==> config.mk <==
export PLATFORM = sky130hd
export DESIGN_NAME = tdc_core
export DESIGN_NICKNAME = d
export VERILOG_FILES = /design/src/source/tdc_cfg_pkg.sv /design/src/source/tdc_data_pkg.sv /design/src/source/credit_fifo.sv /design/src/source/tdc_core.sv /design/src/source/tdc_regs.sv /design/src/source/tot_measure.sv /design/src/source/tot_sampler.sv
export SDC_FILE = /design/constraint.sdc
export NUM_CORES = 1
export LEC_CHECK = 0
export BUFFER_PORTS_ARGS = -buffer_cell sky130_fd_sc_hd__buf_2
export CORE_ASPECT_RATIO = 1.25
export CORE_MARGIN = 8
export CORE_UTILIZATION = 35
export CTS_CLUSTER_DIAMETER = 120
export DETAILED_ROUTE_END_ITERATION = 12
export PLACE_DENSITY = 0.5
export SLEW_MARGIN = 20
export SYNTH_ARGS = -nofsm -noshare
export SYNTH_HDL_FRONTEND = slang
export SYNTH_HIERARCHICAL = 1
export SYNTH_SLANG_ARGS = --single-unit
export TNS_END_PERCENT = 20
==> constraint.sdc <==
create_clock -name DV_CLK -period 7.16 [get_ports DV_CLK]
set_clock_uncertainty 0.1 [all_clocks]
set_input_delay 1.79 -clock DV_CLK [delete_from_list [all_inputs] [get_ports DV_CLK]]
set_output_delay 1.79 -clock DV_CLK [all_outputs]
set_load 0.005 [all_outputs]
==> src/source/tdc_cfg_pkg.sv <==
// ToT core configuration constants

package tdc_cfg_pkg;

    localparam int ADDR_W = 4;    // register bus address width
    localparam int REG_W  = 8;    // register bus data width

    localparam logic [ADDR_W-1:0] ADDR_CTRL = 4'd0;  // write pulses soft reset, reads version
    localparam logic [ADDR_W-1:0] ADDR_MODE = 4'd1;
    localparam logic [ADDR_W-1:0] ADDR_EVT0 = 4'd2;  // read takes the snapshot
    localparam logic [ADDR_W-1:0] ADDR_EVT1 = 4'd3;
    localparam logic [ADDR_W-1:0] ADDR_EVT2 = 4'd4;
    localparam logic [ADDR_W-1:0] ADDR_EVT3 = 4'd5;
    localparam logic [ADDR_W-1:0] ADDR_LOST = 4'd6;

    // bit positions inside the mode register
    localparam int MODE_EN_BIT       = 0;
    localparam int MODE_EN_EXT_BIT   = 1;
    localparam int MODE_ARM_BIT      = 2;
    localparam int MODE_WRITE_TS_BIT = 3;

    localparam logic [REG_W-1:0] VERSION = 8'd1;

    localparam int EVT_W  = 32;   // event counter
    localparam int LOST_W = 8;    // lost-word counter, saturating

    localparam int CREDITS_INIT = 4;                          // consumer buffer depth
    localparam int CREDIT_W     = $clog2(CREDITS_INIT + 1);
    localparam int FIFO_DEPTH   = 4;
    localparam int FIFO_PTR_W   = $clog2(FIFO_DEPTH);

    typedef struct packed {
        logic write_ts;  // tag carries timestamp
        logic arm_mode;  // measure only after arm
        logic en_ext;    // ext_en also enables
        logic en;
    } tdc_mode_t;

endpackage

==> src/source/tdc_data_pkg.sv <==
// ToT measurement data types

package tdc_data_pkg;

    localparam int SAMPLES = 16;                    // samples per DV_CLK
    localparam int ONES_W  = $clog2(SAMPLES + 1);  // popcount width
    localparam int ID_W    = 4;
    localparam int TAG_W   = 16;
    localparam int TOT_W   = 12;

    // bit 15 is the oldest sample, bit 0 the newest
    typedef logic [SAMPLES-1:0] sample_word_t;

    typedef logic [TOT_W-1:0] tot_t;

    localparam logic [ID_W-1:0] DATA_ID = 4'b0100;

    typedef struct packed {
        logic [ID_W-1:0]  ident;
        logic [TAG_W-1:0] tag;   // event count or timestamp
        tot_t             tot;
    } hit_word_t;

    typedef struct packed {
        logic [ONES_W-1:0] ones;
        logic              any_one;
        logic              any_zero;
        logic              short_pulse;  // ones present, newest sample low
    } sample_flags_t;

endpackage

==> src/source/credit_fifo.sv <==
// Hit-word FIFO with credit flow control

`timescale 1ns/1ps
`default_nettype none

module credit_fifo (
    input  wire                                DV_CLK,
    input  wire                                RST_SYNC,
    input  wire                                soft_rst,
    input  wire                                wr,
    input  wire tdc_data_pkg::hit_word_t       wr_word,
    input  wire                                hit_credit,
    output logic                               hit_valid,
    output tdc_data_pkg::hit_word_t            hit_word,
    output logic [tdc_cfg_pkg::LOST_W-1:0]     lost_cnt
);

    tdc_data_pkg::hit_word_t mem [tdc_cfg_pkg::FIFO_DEPTH];

    logic                             rst;
    logic [tdc_cfg_pkg::FIFO_PTR_W-1:0] wr_ptr, rd_ptr;
    logic [tdc_cfg_pkg::FIFO_PTR_W:0]   count;
    logic [tdc_cfg_pkg::CREDIT_W-1:0]   credits;
    logic                             pop;
    logic                             push;
    logic                             full;

    assign rst  = RST_SYNC || soft_rst;
    assign pop  = (count != '0) && (credits != '0);
    assign full = (count == (tdc_cfg_pkg::FIFO_PTR_W + 1)'(tdc_cfg_pkg::FIFO_DEPTH)) && !pop;
    assign push = wr && !full;

    always_ff @(posedge DV_CLK) begin
        if (push) begin
            mem[wr_ptr] <= wr_word;
        end
        if (pop) begin
            hit_word <= mem[rd_ptr];  // output register
        end
    end

    always_ff @(posedge DV_CLK) begin
        if (rst) begin
            wr_ptr    <= '0;
            rd_ptr    <= '0;
            count     <= '0;
            credits   <= tdc_cfg_pkg::CREDIT_W'(tdc_cfg_pkg::CREDITS_INIT);
            hit_valid <= 1'b0;
        end else begin
            if (push) begin
                wr_ptr <= wr_ptr + 1'b1;
            end
            if (pop) begin
                rd_ptr <= rd_ptr + 1'b1;
            end
            count     <= count + push - pop;
            credits   <= credits - pop + hit_credit;  // one credit per word sent
            hit_valid <= pop;
        end
    end

    always_ff @(posedge DV_CLK) begin
        if (rst) begin
            lost_cnt <= '0;
        end else if (wr && full && lost_cnt != '1) begin
            lost_cnt <= lost_cnt + 1'b1;  // saturates at 255
        end
    end

endmodule

`default_nettype wire

==> src/source/tdc_core.sv <==
// ToT measurement core top level

`timescale 1ns/1ps
`default_nettype none

module tdc_core (
    input  wire                                DV_CLK,
    input  wire                                RST_SYNC,
    input  wire tdc_data_pkg::sample_word_t    samples,
    input  wire                                ext_en,
    input  wire                                arm,
    input  wire [tdc_data_pkg::TAG_W-1:0]      timestamp,
    input  wire [tdc_cfg_pkg::ADDR_W-1:0]      reg_addr,
    input  wire [tdc_cfg_pkg::REG_W-1:0]       reg_wdata,
    input  wire                                reg_write,
    input  wire                                reg_read,
    input  wire                                hit_credit,
    output tdc_data_pkg::hit_word_t            hit_word,
    output logic                               hit_valid,
    output logic [tdc_cfg_pkg::REG_W-1:0]      reg_rdata,
    output logic                               tot_out
);

    tdc_data_pkg::sample_flags_t       flags;
    tdc_cfg_pkg::tdc_mode_t            mode;
    tdc_data_pkg::hit_word_t           wr_word;
    logic                              wr;
    logic                              soft_rst;
    logic [tdc_cfg_pkg::EVT_W-1:0]     event_cnt;
    logic [tdc_cfg_pkg::LOST_W-1:0]    lost_cnt;

    tot_sampler tot_sampler_i (
        .DV_CLK   (DV_CLK),
        .RST_SYNC (RST_SYNC),
        .samples  (samples),
        .flags    (flags),
        .tot_out  (tot_out)
    );

    tot_measure tot_measure_i (
        .DV_CLK    (DV_CLK),
        .RST_SYNC  (RST_SYNC),
        .soft_rst  (soft_rst),
        .flags     (flags),
        .mode      (mode),
        .ext_en    (ext_en),
        .arm       (arm),
        .timestamp (timestamp),
        .wr        (wr),
        .wr_word   (wr_word),
        .event_cnt (event_cnt)
    );

    tdc_regs tdc_regs_i (
        .DV_CLK    (DV_CLK),
        .RST_SYNC  (RST_SYNC),
        .reg_addr  (reg_addr),
        .reg_wdata (reg_wdata),
        .reg_write (reg_write),
        .reg_read  (reg_read),
        .reg_rdata (reg_rdata),
        .soft_rst  (soft_rst),
        .mode      (mode),
        .event_cnt (event_cnt),
        .lost_cnt  (lost_cnt)
    );

    credit_fifo credit_fifo_i (
        .DV_CLK     (DV_CLK),
        .RST_SYNC   (RST_SYNC),
        .soft_rst   (soft_rst),
        .wr         (wr),
        .wr_word    (wr_word),
        .hit_credit (hit_credit),
        .hit_valid  (hit_valid),
        .hit_word   (hit_word),
        .lost_cnt   (lost_cnt)
    );

endmodule

`default_nettype wire

==> src/source/tdc_regs.sv <==
// Control and status register bank

`timescale 1ns/1ps
`default_nettype none

module tdc_regs (
    input  wire                                DV_CLK,
    input  wire                                RST_SYNC,
    input  wire [tdc_cfg_pkg::ADDR_W-1:0]      reg_addr,
    input  wire [tdc_cfg_pkg::REG_W-1:0]       reg_wdata,
    input  wire                                reg_write,
    input  wire                                reg_read,
    output logic [tdc_cfg_pkg::REG_W-1:0]      reg_rdata,
    output logic                               soft_rst,
    output tdc_cfg_pkg::tdc_mode_t             mode,
    input  wire [tdc_cfg_pkg::EVT_W-1:0]       event_cnt,
    input  wire [tdc_cfg_pkg::LOST_W-1:0]      lost_cnt
);

    logic                             rst;
    logic                             snap;
    logic [tdc_cfg_pkg::EVT_W-1:8]    evt_snap;
    logic [tdc_cfg_pkg::LOST_W-1:0]   lost_snap;
    logic [tdc_cfg_pkg::REG_W-1:0]    mode_byte;

    assign rst  = RST_SYNC || soft_rst;
    assign snap = reg_read && (reg_addr == tdc_cfg_pkg::ADDR_EVT0);

    always_ff @(posedge DV_CLK) begin
        if (RST_SYNC) begin
            soft_rst <= 1'b0;
        end else begin
            soft_rst <= reg_write && (reg_addr == tdc_cfg_pkg::ADDR_CTRL);
        end
    end

    always_ff @(posedge DV_CLK) begin
        if (rst) begin
            mode <= '0;
        end else if (reg_write && reg_addr == tdc_cfg_pkg::ADDR_MODE) begin
            mode.en       <= reg_wdata[tdc_cfg_pkg::MODE_EN_BIT];
            mode.en_ext   <= reg_wdata[tdc_cfg_pkg::MODE_EN_EXT_BIT];
            mode.arm_mode <= reg_wdata[tdc_cfg_pkg::MODE_ARM_BIT];
            mode.write_ts <= reg_wdata[tdc_cfg_pkg::MODE_WRITE_TS_BIT];
        end
    end

    // byte 0 read freezes all counter bytes
    always_ff @(posedge DV_CLK) begin
        if (rst) begin
            evt_snap  <= '0;
            lost_snap <= '0;
        end else if (snap) begin
            evt_snap  <= event_cnt[tdc_cfg_pkg::EVT_W-1:8];
            lost_snap <= lost_cnt;
        end
    end

    always_comb begin
        mode_byte = '0;
        mode_byte[tdc_cfg_pkg::MODE_EN_BIT]       = mode.en;
        mode_byte[tdc_cfg_pkg::MODE_EN_EXT_BIT]   = mode.en_ext;
        mode_byte[tdc_cfg_pkg::MODE_ARM_BIT]      = mode.arm_mode;
        mode_byte[tdc_cfg_pkg::MODE_WRITE_TS_BIT] = mode.write_ts;
    end

    always_ff @(posedge DV_CLK) begin
        if (RST_SYNC) begin
            reg_rdata <= '0;
        end else if (reg_read) begin
            case (reg_addr)
                tdc_cfg_pkg::ADDR_CTRL: reg_rdata <= tdc_cfg_pkg::VERSION;
                tdc_cfg_pkg::ADDR_MODE: reg_rdata <= mode_byte;
                tdc_cfg_pkg::ADDR_EVT0: reg_rdata <= event_cnt[7:0];  // live, matches snapshot
                tdc_cfg_pkg::ADDR_EVT1: reg_rdata <= evt_snap[15:8];
                tdc_cfg_pkg::ADDR_EVT2: reg_rdata <= evt_snap[23:16];
                tdc_cfg_pkg::ADDR_EVT3: reg_rdata <= evt_snap[31:24];
                tdc_cfg_pkg::ADDR_LOST: reg_rdata <= lost_snap;
                default:                reg_rdata <= '0;
            endcase
        end
    end

endmodule

`default_nettype wire

==> src/source/tot_measure.sv <==
// ToT measurement state machine

`timescale 1ns/1ps
`default_nettype none

module tot_measure (
    input  wire                              DV_CLK,
    input  wire                              RST_SYNC,
    input  wire                              soft_rst,
    input  wire tdc_data_pkg::sample_flags_t flags,
    input  wire tdc_cfg_pkg::tdc_mode_t      mode,
    input  wire                              ext_en,
    input  wire                              arm,
    input  wire [tdc_data_pkg::TAG_W-1:0]    timestamp,
    output logic                             wr,
    output tdc_data_pkg::hit_word_t          wr_word,
    output logic [tdc_cfg_pkg::EVT_W-1:0]    event_cnt
);

    typedef enum logic [1:0] {
        IDLE  = 2'd0,
        ARMED = 2'd1,
        COUNT = 2'd2
    } state_t;

    state_t state, next_state;

    logic                           rst;
    logic                           enabled;
    logic                           short_fin;  // short pulse finishes at once
    logic                           start;
    logic [tdc_data_pkg::TOT_W:0]   sum;        // extra bit catches overflow
    tdc_data_pkg::tot_t             acc_q;
    logic                           ovf_q;
    logic [tdc_data_pkg::TAG_W-1:0] ts_q;
    tdc_data_pkg::tot_t             tot_val;

    assign rst     = RST_SYNC || soft_rst;
    assign enabled = mode.en || (mode.en_ext && ext_en);

    always_comb begin
        next_state = state;
        case (state)
            IDLE: begin
                if (flags.any_one && enabled && !mode.arm_mode && !flags.short_pulse) begin
                    next_state = COUNT;
                end else if (arm && enabled && mode.arm_mode) begin
                    next_state = ARMED;
                end
            end
            ARMED: begin
                if (flags.any_one && !flags.short_pulse) begin
                    next_state = COUNT;
                end else if (!enabled || flags.short_pulse) begin
                    next_state = IDLE;
                end
            end
            COUNT: begin
                if (flags.any_zero || !enabled) begin
                    next_state = IDLE;
                end
            end
            default: next_state = IDLE;
        endcase
    end

    always_ff @(posedge DV_CLK) begin
        if (rst) begin
            state <= IDLE;
        end else begin
            state <= next_state;
        end
    end

    assign short_fin = flags.short_pulse && enabled &&
                       ((state == IDLE && !mode.arm_mode) || state == ARMED);
    assign start     = (state != COUNT) && (next_state == COUNT);
    assign wr        = short_fin || (state == COUNT && next_state == IDLE);

    assign sum = {1'b0, acc_q} + (tdc_data_pkg::TOT_W + 1)'(flags.ones);

    // running sum from the start word on
    always_ff @(posedge DV_CLK) begin
        if (rst) begin
            acc_q <= '0;
            ovf_q <= 1'b0;
            ts_q  <= '0;
        end else if (start) begin
            acc_q <= tdc_data_pkg::TOT_W'(flags.ones);
            ovf_q <= 1'b0;
            ts_q  <= timestamp;
        end else if (state == COUNT) begin
            if (sum[tdc_data_pkg::TOT_W]) begin
                ovf_q <= 1'b1;  // sticky, result will read 0
            end else begin
                acc_q <= sum[tdc_data_pkg::TOT_W-1:0];
            end
        end
    end

    always_comb begin
        if (short_fin) begin
            tot_val = tdc_data_pkg::TOT_W'(flags.ones);
        end else if (ovf_q || sum[tdc_data_pkg::TOT_W]) begin
            tot_val = '0;  // overflow bin
        end else begin
            tot_val = sum[tdc_data_pkg::TOT_W-1:0];
        end
    end

    always_comb begin
        wr_word.ident = tdc_data_pkg::DATA_ID;
        if (mode.write_ts) begin
            wr_word.tag = short_fin ? timestamp : ts_q;  // short pulse stamps at finish
        end else begin
            wr_word.tag = event_cnt[tdc_data_pkg::TAG_W-1:0];
        end
        wr_word.tot = tot_val;
    end

    always_ff @(posedge DV_CLK) begin
        if (rst) begin
            event_cnt <= '0;
        end else if (wr) begin
            event_cnt <= event_cnt + 1'b1;  // counts dropped words too
        end
    end

endmodule

`default_nettype wire

==> src/source/tot_sampler.sv <==
// Sample word register and hit flags

`timescale 1ns/1ps
`default_nettype none

module tot_sampler (
    input  wire                          DV_CLK,
    input  wire                          RST_SYNC,
    input  wire tdc_data_pkg::sample_word_t samples,
    output tdc_data_pkg::sample_flags_t  flags,
    output logic                         tot_out
);

    tdc_data_pkg::sample_word_t word_q;

    always_ff @(posedge DV_CLK) begin
        if (RST_SYNC) begin
            word_q <= '0;
        end else begin
            word_q <= samples;
        end
    end

    always_comb begin
        logic [tdc_data_pkg::ONES_W-1:0] cnt;
        cnt = '0;
        for (int i = 0; i < tdc_data_pkg::SAMPLES; i++) begin
            cnt = cnt + tdc_data_pkg::ONES_W'(word_q[i]);
        end
        flags.ones        = cnt;
        flags.any_one     = |word_q;
        flags.any_zero    = ~&word_q;
        flags.short_pulse = (|word_q) && !word_q[0];  // pulse ended inside this word
    end

    assign tot_out = flags.any_one;  // discriminator copy

endmodule

`default_nettype wire
==> out/qor.yml <==
critical_path:
  required_ns: 7.51
  regToRegStartpoint: "tot_sampler_i/word_q[0]"
  rrSetupSlack_ns: 1.50
  r2r-end: "tot_measure_i/acc_q[2]"
  path_class: "flop to flop"
  cp.arrival_ns: 6.01
  worstPathMaxFanout: 8
  rr_worst_depth: 16
  cp-end-kind: "flop"
  startpoint_type: "flop"
finish:
  multi_input_area_sq_um: 4960
  most-common-layout-cells: "nand2_1, edfxtp_1, dfxtp_1"
  diodes: 0
  utilization_pct: 40.5
  nets: 1288
  seqCellArea_sq_um: 7670
  fillers: 3623
  drive_gt1_share_pct: 18.2
  layout_commonest_cell: "nand2_1"
  final_area_sq_um: 15000
  synthToLayoutAreaGrowth_pct: 14.5
route:
  drcViolationCount: 0
  antenna_left: 0
  num_vias: 8704
  wirelength_mm: 30.0
  dr.pass1.iters: 5
  wl_per_cell_um: 17.5
  drt-initial-drc-count: 591
  via_per_inst: 5.08
job:
  max_cap_violations: 0
timing:
  final_hold_viol_count: 0
  whs_ns: 0.354
  max_freq_mhz: 177
  rsz0062_at_grt: "no"
  fin_crit_ns: 5.66
  worst_slew_pin_slew_ns: 1.00
  setup_viol: 0
  relSlewSlack_pct: 32.4
  setup_tns_ns: 0
  report.final.slew_viol_count: 0
  post-route-period-util_pct: 79.1
synthesis:
  synthArstFlopShare_pct: 0
  yosysWarningCount: 6
  yosysSeqAreaShare_pct: 58.5
  synthCells: 1127
  synth_area_sq_um: 13100
  synth_seq_cells: 303
  yosys_most_used_dff: "edfxtp_1"
  yosys.cell_types.count: 84
  synth_edf_count: 160
  avgSynthCellArea_sq_um: 11.6
clock_tree:
  h-tree-depth: 1
  cts_made_buffers: 31
  cts.sinks: 303
  holdBufCountCts: 0
  cts_resized: 0
  cts_setup_buffers: 0
  cts_max_path_buffers: 3
  root_buffer: "clkbuf_16"
  clk_latency_ns: 0.58
  tritoncts: "yes"
  path_clk_slew_ns: 0.06
global_routing:
  grt_usage_pct: 13.6
  grt_max_degree: 54
  grt_pass1_wl_mm: 48.3
  grt_pass1_vias: 8742
  grt_overflow: 0
  antenna_found_initial: 0
min_path:
  worstHoldStart: "tdc_regs_i/reg_rdata[0]"
  hold_path.class: "flop to flop"
  min_to: "tdc_regs_i/reg_rdata[0]"
  holdPathStages: 2
die:
  core_area_sq_um: 37100
  ioPinCount: 93
  rows: 79
  fp.dieH_um: 232
  dieWidth_um: 189
  die_area_sq_um: 44000
  floorplan.initialDensity_pct: 35.4
placement:
  port_buffers: 88
  gp_congestion: 0.793
  dpl_cell_area_sq_um: 14000
  dp_hpwl_mm: 20.1
pwr:
  leakage_nw: 5.19
  powerDensity_nw_per_um2: 301
  vdd_drop_max_mv: 0.181
outcome:
  outcome: "finished, final reports clean"
-- critical path: stages, from the launching register on --
cell and delay [ns]:
dfxtp_1 0.33, inv_1 0.08, fa_1 0.56, fa_1 0.45, fa_1 0.54, fa_1 0.41, inv_1 0.06, ha_1 0.16
inv_1 0.06, fa_1 0.40, xnor2_1 0.35, ha_1 0.34, a211oi_1 0.30, o21bai_1 0.27, a31oi_1 0.66, nor3_1 0.08
a2111oi_0 0.39
-- through the flow --
step	std cells	worst slack, ns	total power, mW
after detailed placement	1655	1.50	2.90
final	1713	1.50	4.52
after global routing	1713	1.13	4.76
after floorplan	1129	2.11	2.63
after CTS	1713	1.47	4.60
after global placement	1655	1.54	2.90
-- power by group --
group	switching [mW]	internal, mW
Combinational	0.425	0.337
Clock	0.698	0.985
Sequential	0.0512	2.02
Total	1.17	3.35
-- cell usage after synthesis, types with 5 or more instances --
| master | count | area [sq um] |
|---|---|---|
| nand2_1 | 175 | 657 |
| nand3_1 | 19 | 95.1 |
| o21ai_0 | 25 | 125 |
| or4_1 | 7 | 52.6 |
| dfxtp_1 | 143 | 2860 |
| nor4_1 | 7 | 43.8 |
| a22o_1 | 5 | 43.8 |
| a21oi_1 | 85 | 425 |
| a31oi_1 | 26 | 163 |
| mux2i_1 | 13 | 130 |
| inv_1 | 48 | 180 |
| or3_1 | 12 | 75.1 |
| nand2b_1 | 8 | 50.1 |
| ha_1 | 22 | 275 |
| buf_2 | 10 | 50.1 |
| xor2_1 | 7 | 61.3 |
| nor2b_1 | 23 | 144 |
| xnor2_1 | 25 | 219 |
| a31o_2 | 5 | 43.8 |
| buf_4 | 13 | 97.6 |
| nor2_1 | 65 | 244 |
| and3_1 | 5 | 31.3 |
| a211oi_1 | 8 | 60.1 |
| and2_1 | 9 | 56.3 |
| mux4_2 | 32 | 721 |
| nor3_1 | 11 | 55.1 |
| edfxtp_1 | 160 | 4800 |
| fa_1 | 13 | 260 |
| o31ai_1 | 9 | 67.6 |
| clkbuf_1 | 27 | 101 |
| nand4_1 | 15 | 93.8 |
-- final cells by class --
cell class / count / area share [%]
Tap cell: 486 / 4.05
Clock inverter: 20 / 1.57
Clock buffer: 38 / 5.58
Inverter: 48 / 1.20
Timing Repair Buffer: 101 / 3.58
Multi-Input combinational cell: 717 / 33.0
Sequential cell: 303 / 51.0
-- cell families (layout without fill, tap and decap cells) --
group	count (synthesis)	count (layout)	synth area share, %
flip-flops	303	303	58.5
XOR/XNOR	32	32	2.14
other	2	4	0.0573
AND/OR/NAND/NOR	390	390	14.5
buffers and inverters	109	207	3.96
adder cells (fa/ha/maj)	35	35	4.08
AO/OA/AOI/OAI	206	206	9.91
multiplexers	50	50	6.94
-- routing by layer --
metal  GRT usage [%]  share of wire [%]
met5               0                  0
met4            3.99                1.7
met3            2.29                4.7
met2            23.7                 50
met1            17.0                 44
-- worst max path at each step --
stage / start / to / slack, ns / cells after the start
floorplan: tot_sampler_i/word_q[0] / tot_measure_i/acc_q[2] / 2.11 / 16
global placement: tot_sampler_i/word_q[0] / tot_measure_i/acc_q[2] / 1.54 / 16
detailed placement: tot_sampler_i/word_q[0] / tot_measure_i/acc_q[2] / 1.50 / 16
CTS: tot_sampler_i/word_q[0] / tot_measure_i/acc_q[2] / 1.47 / 16
global route: tot_sampler_i/word_q[0] / tot_measure_i/acc_q[2] / 1.13 / 16
finish: tot_sampler_i/word_q[0] / tot_measure_i/acc_q[2] / 1.50 / 16
-- sequential cells by signal, summed over array words and instances (netlist names) --
register / count
tdc_regs_i/evt_snap: 24
tdc_regs_i/lost_snap: 8
tot_measure_i/acc_q: 12
credit_fifo_i/count: 3
credit_fifo_i/lost_cnt: 8
tot_measure_i/ovf_q: 1
credit_fifo_i/hit_valid: 1
tot_measure_i/event_cnt: 32
credit_fifo_i/credits: 3
credit_fifo_i/rd_ptr: 2
credit_fifo_i/mem: 128
tot_measure_i/state: 2
tot_sampler_i/word_q: 16
credit_fifo_i/hit_word: 32
tdc_regs_i/soft_rst: 1
tdc_regs_i/mode: 4
tot_measure_i/ts_q: 16
credit_fifo_i/wr_ptr: 2
tdc_regs_i/reg_rdata: 8
(Power assumes the default switching activity.)
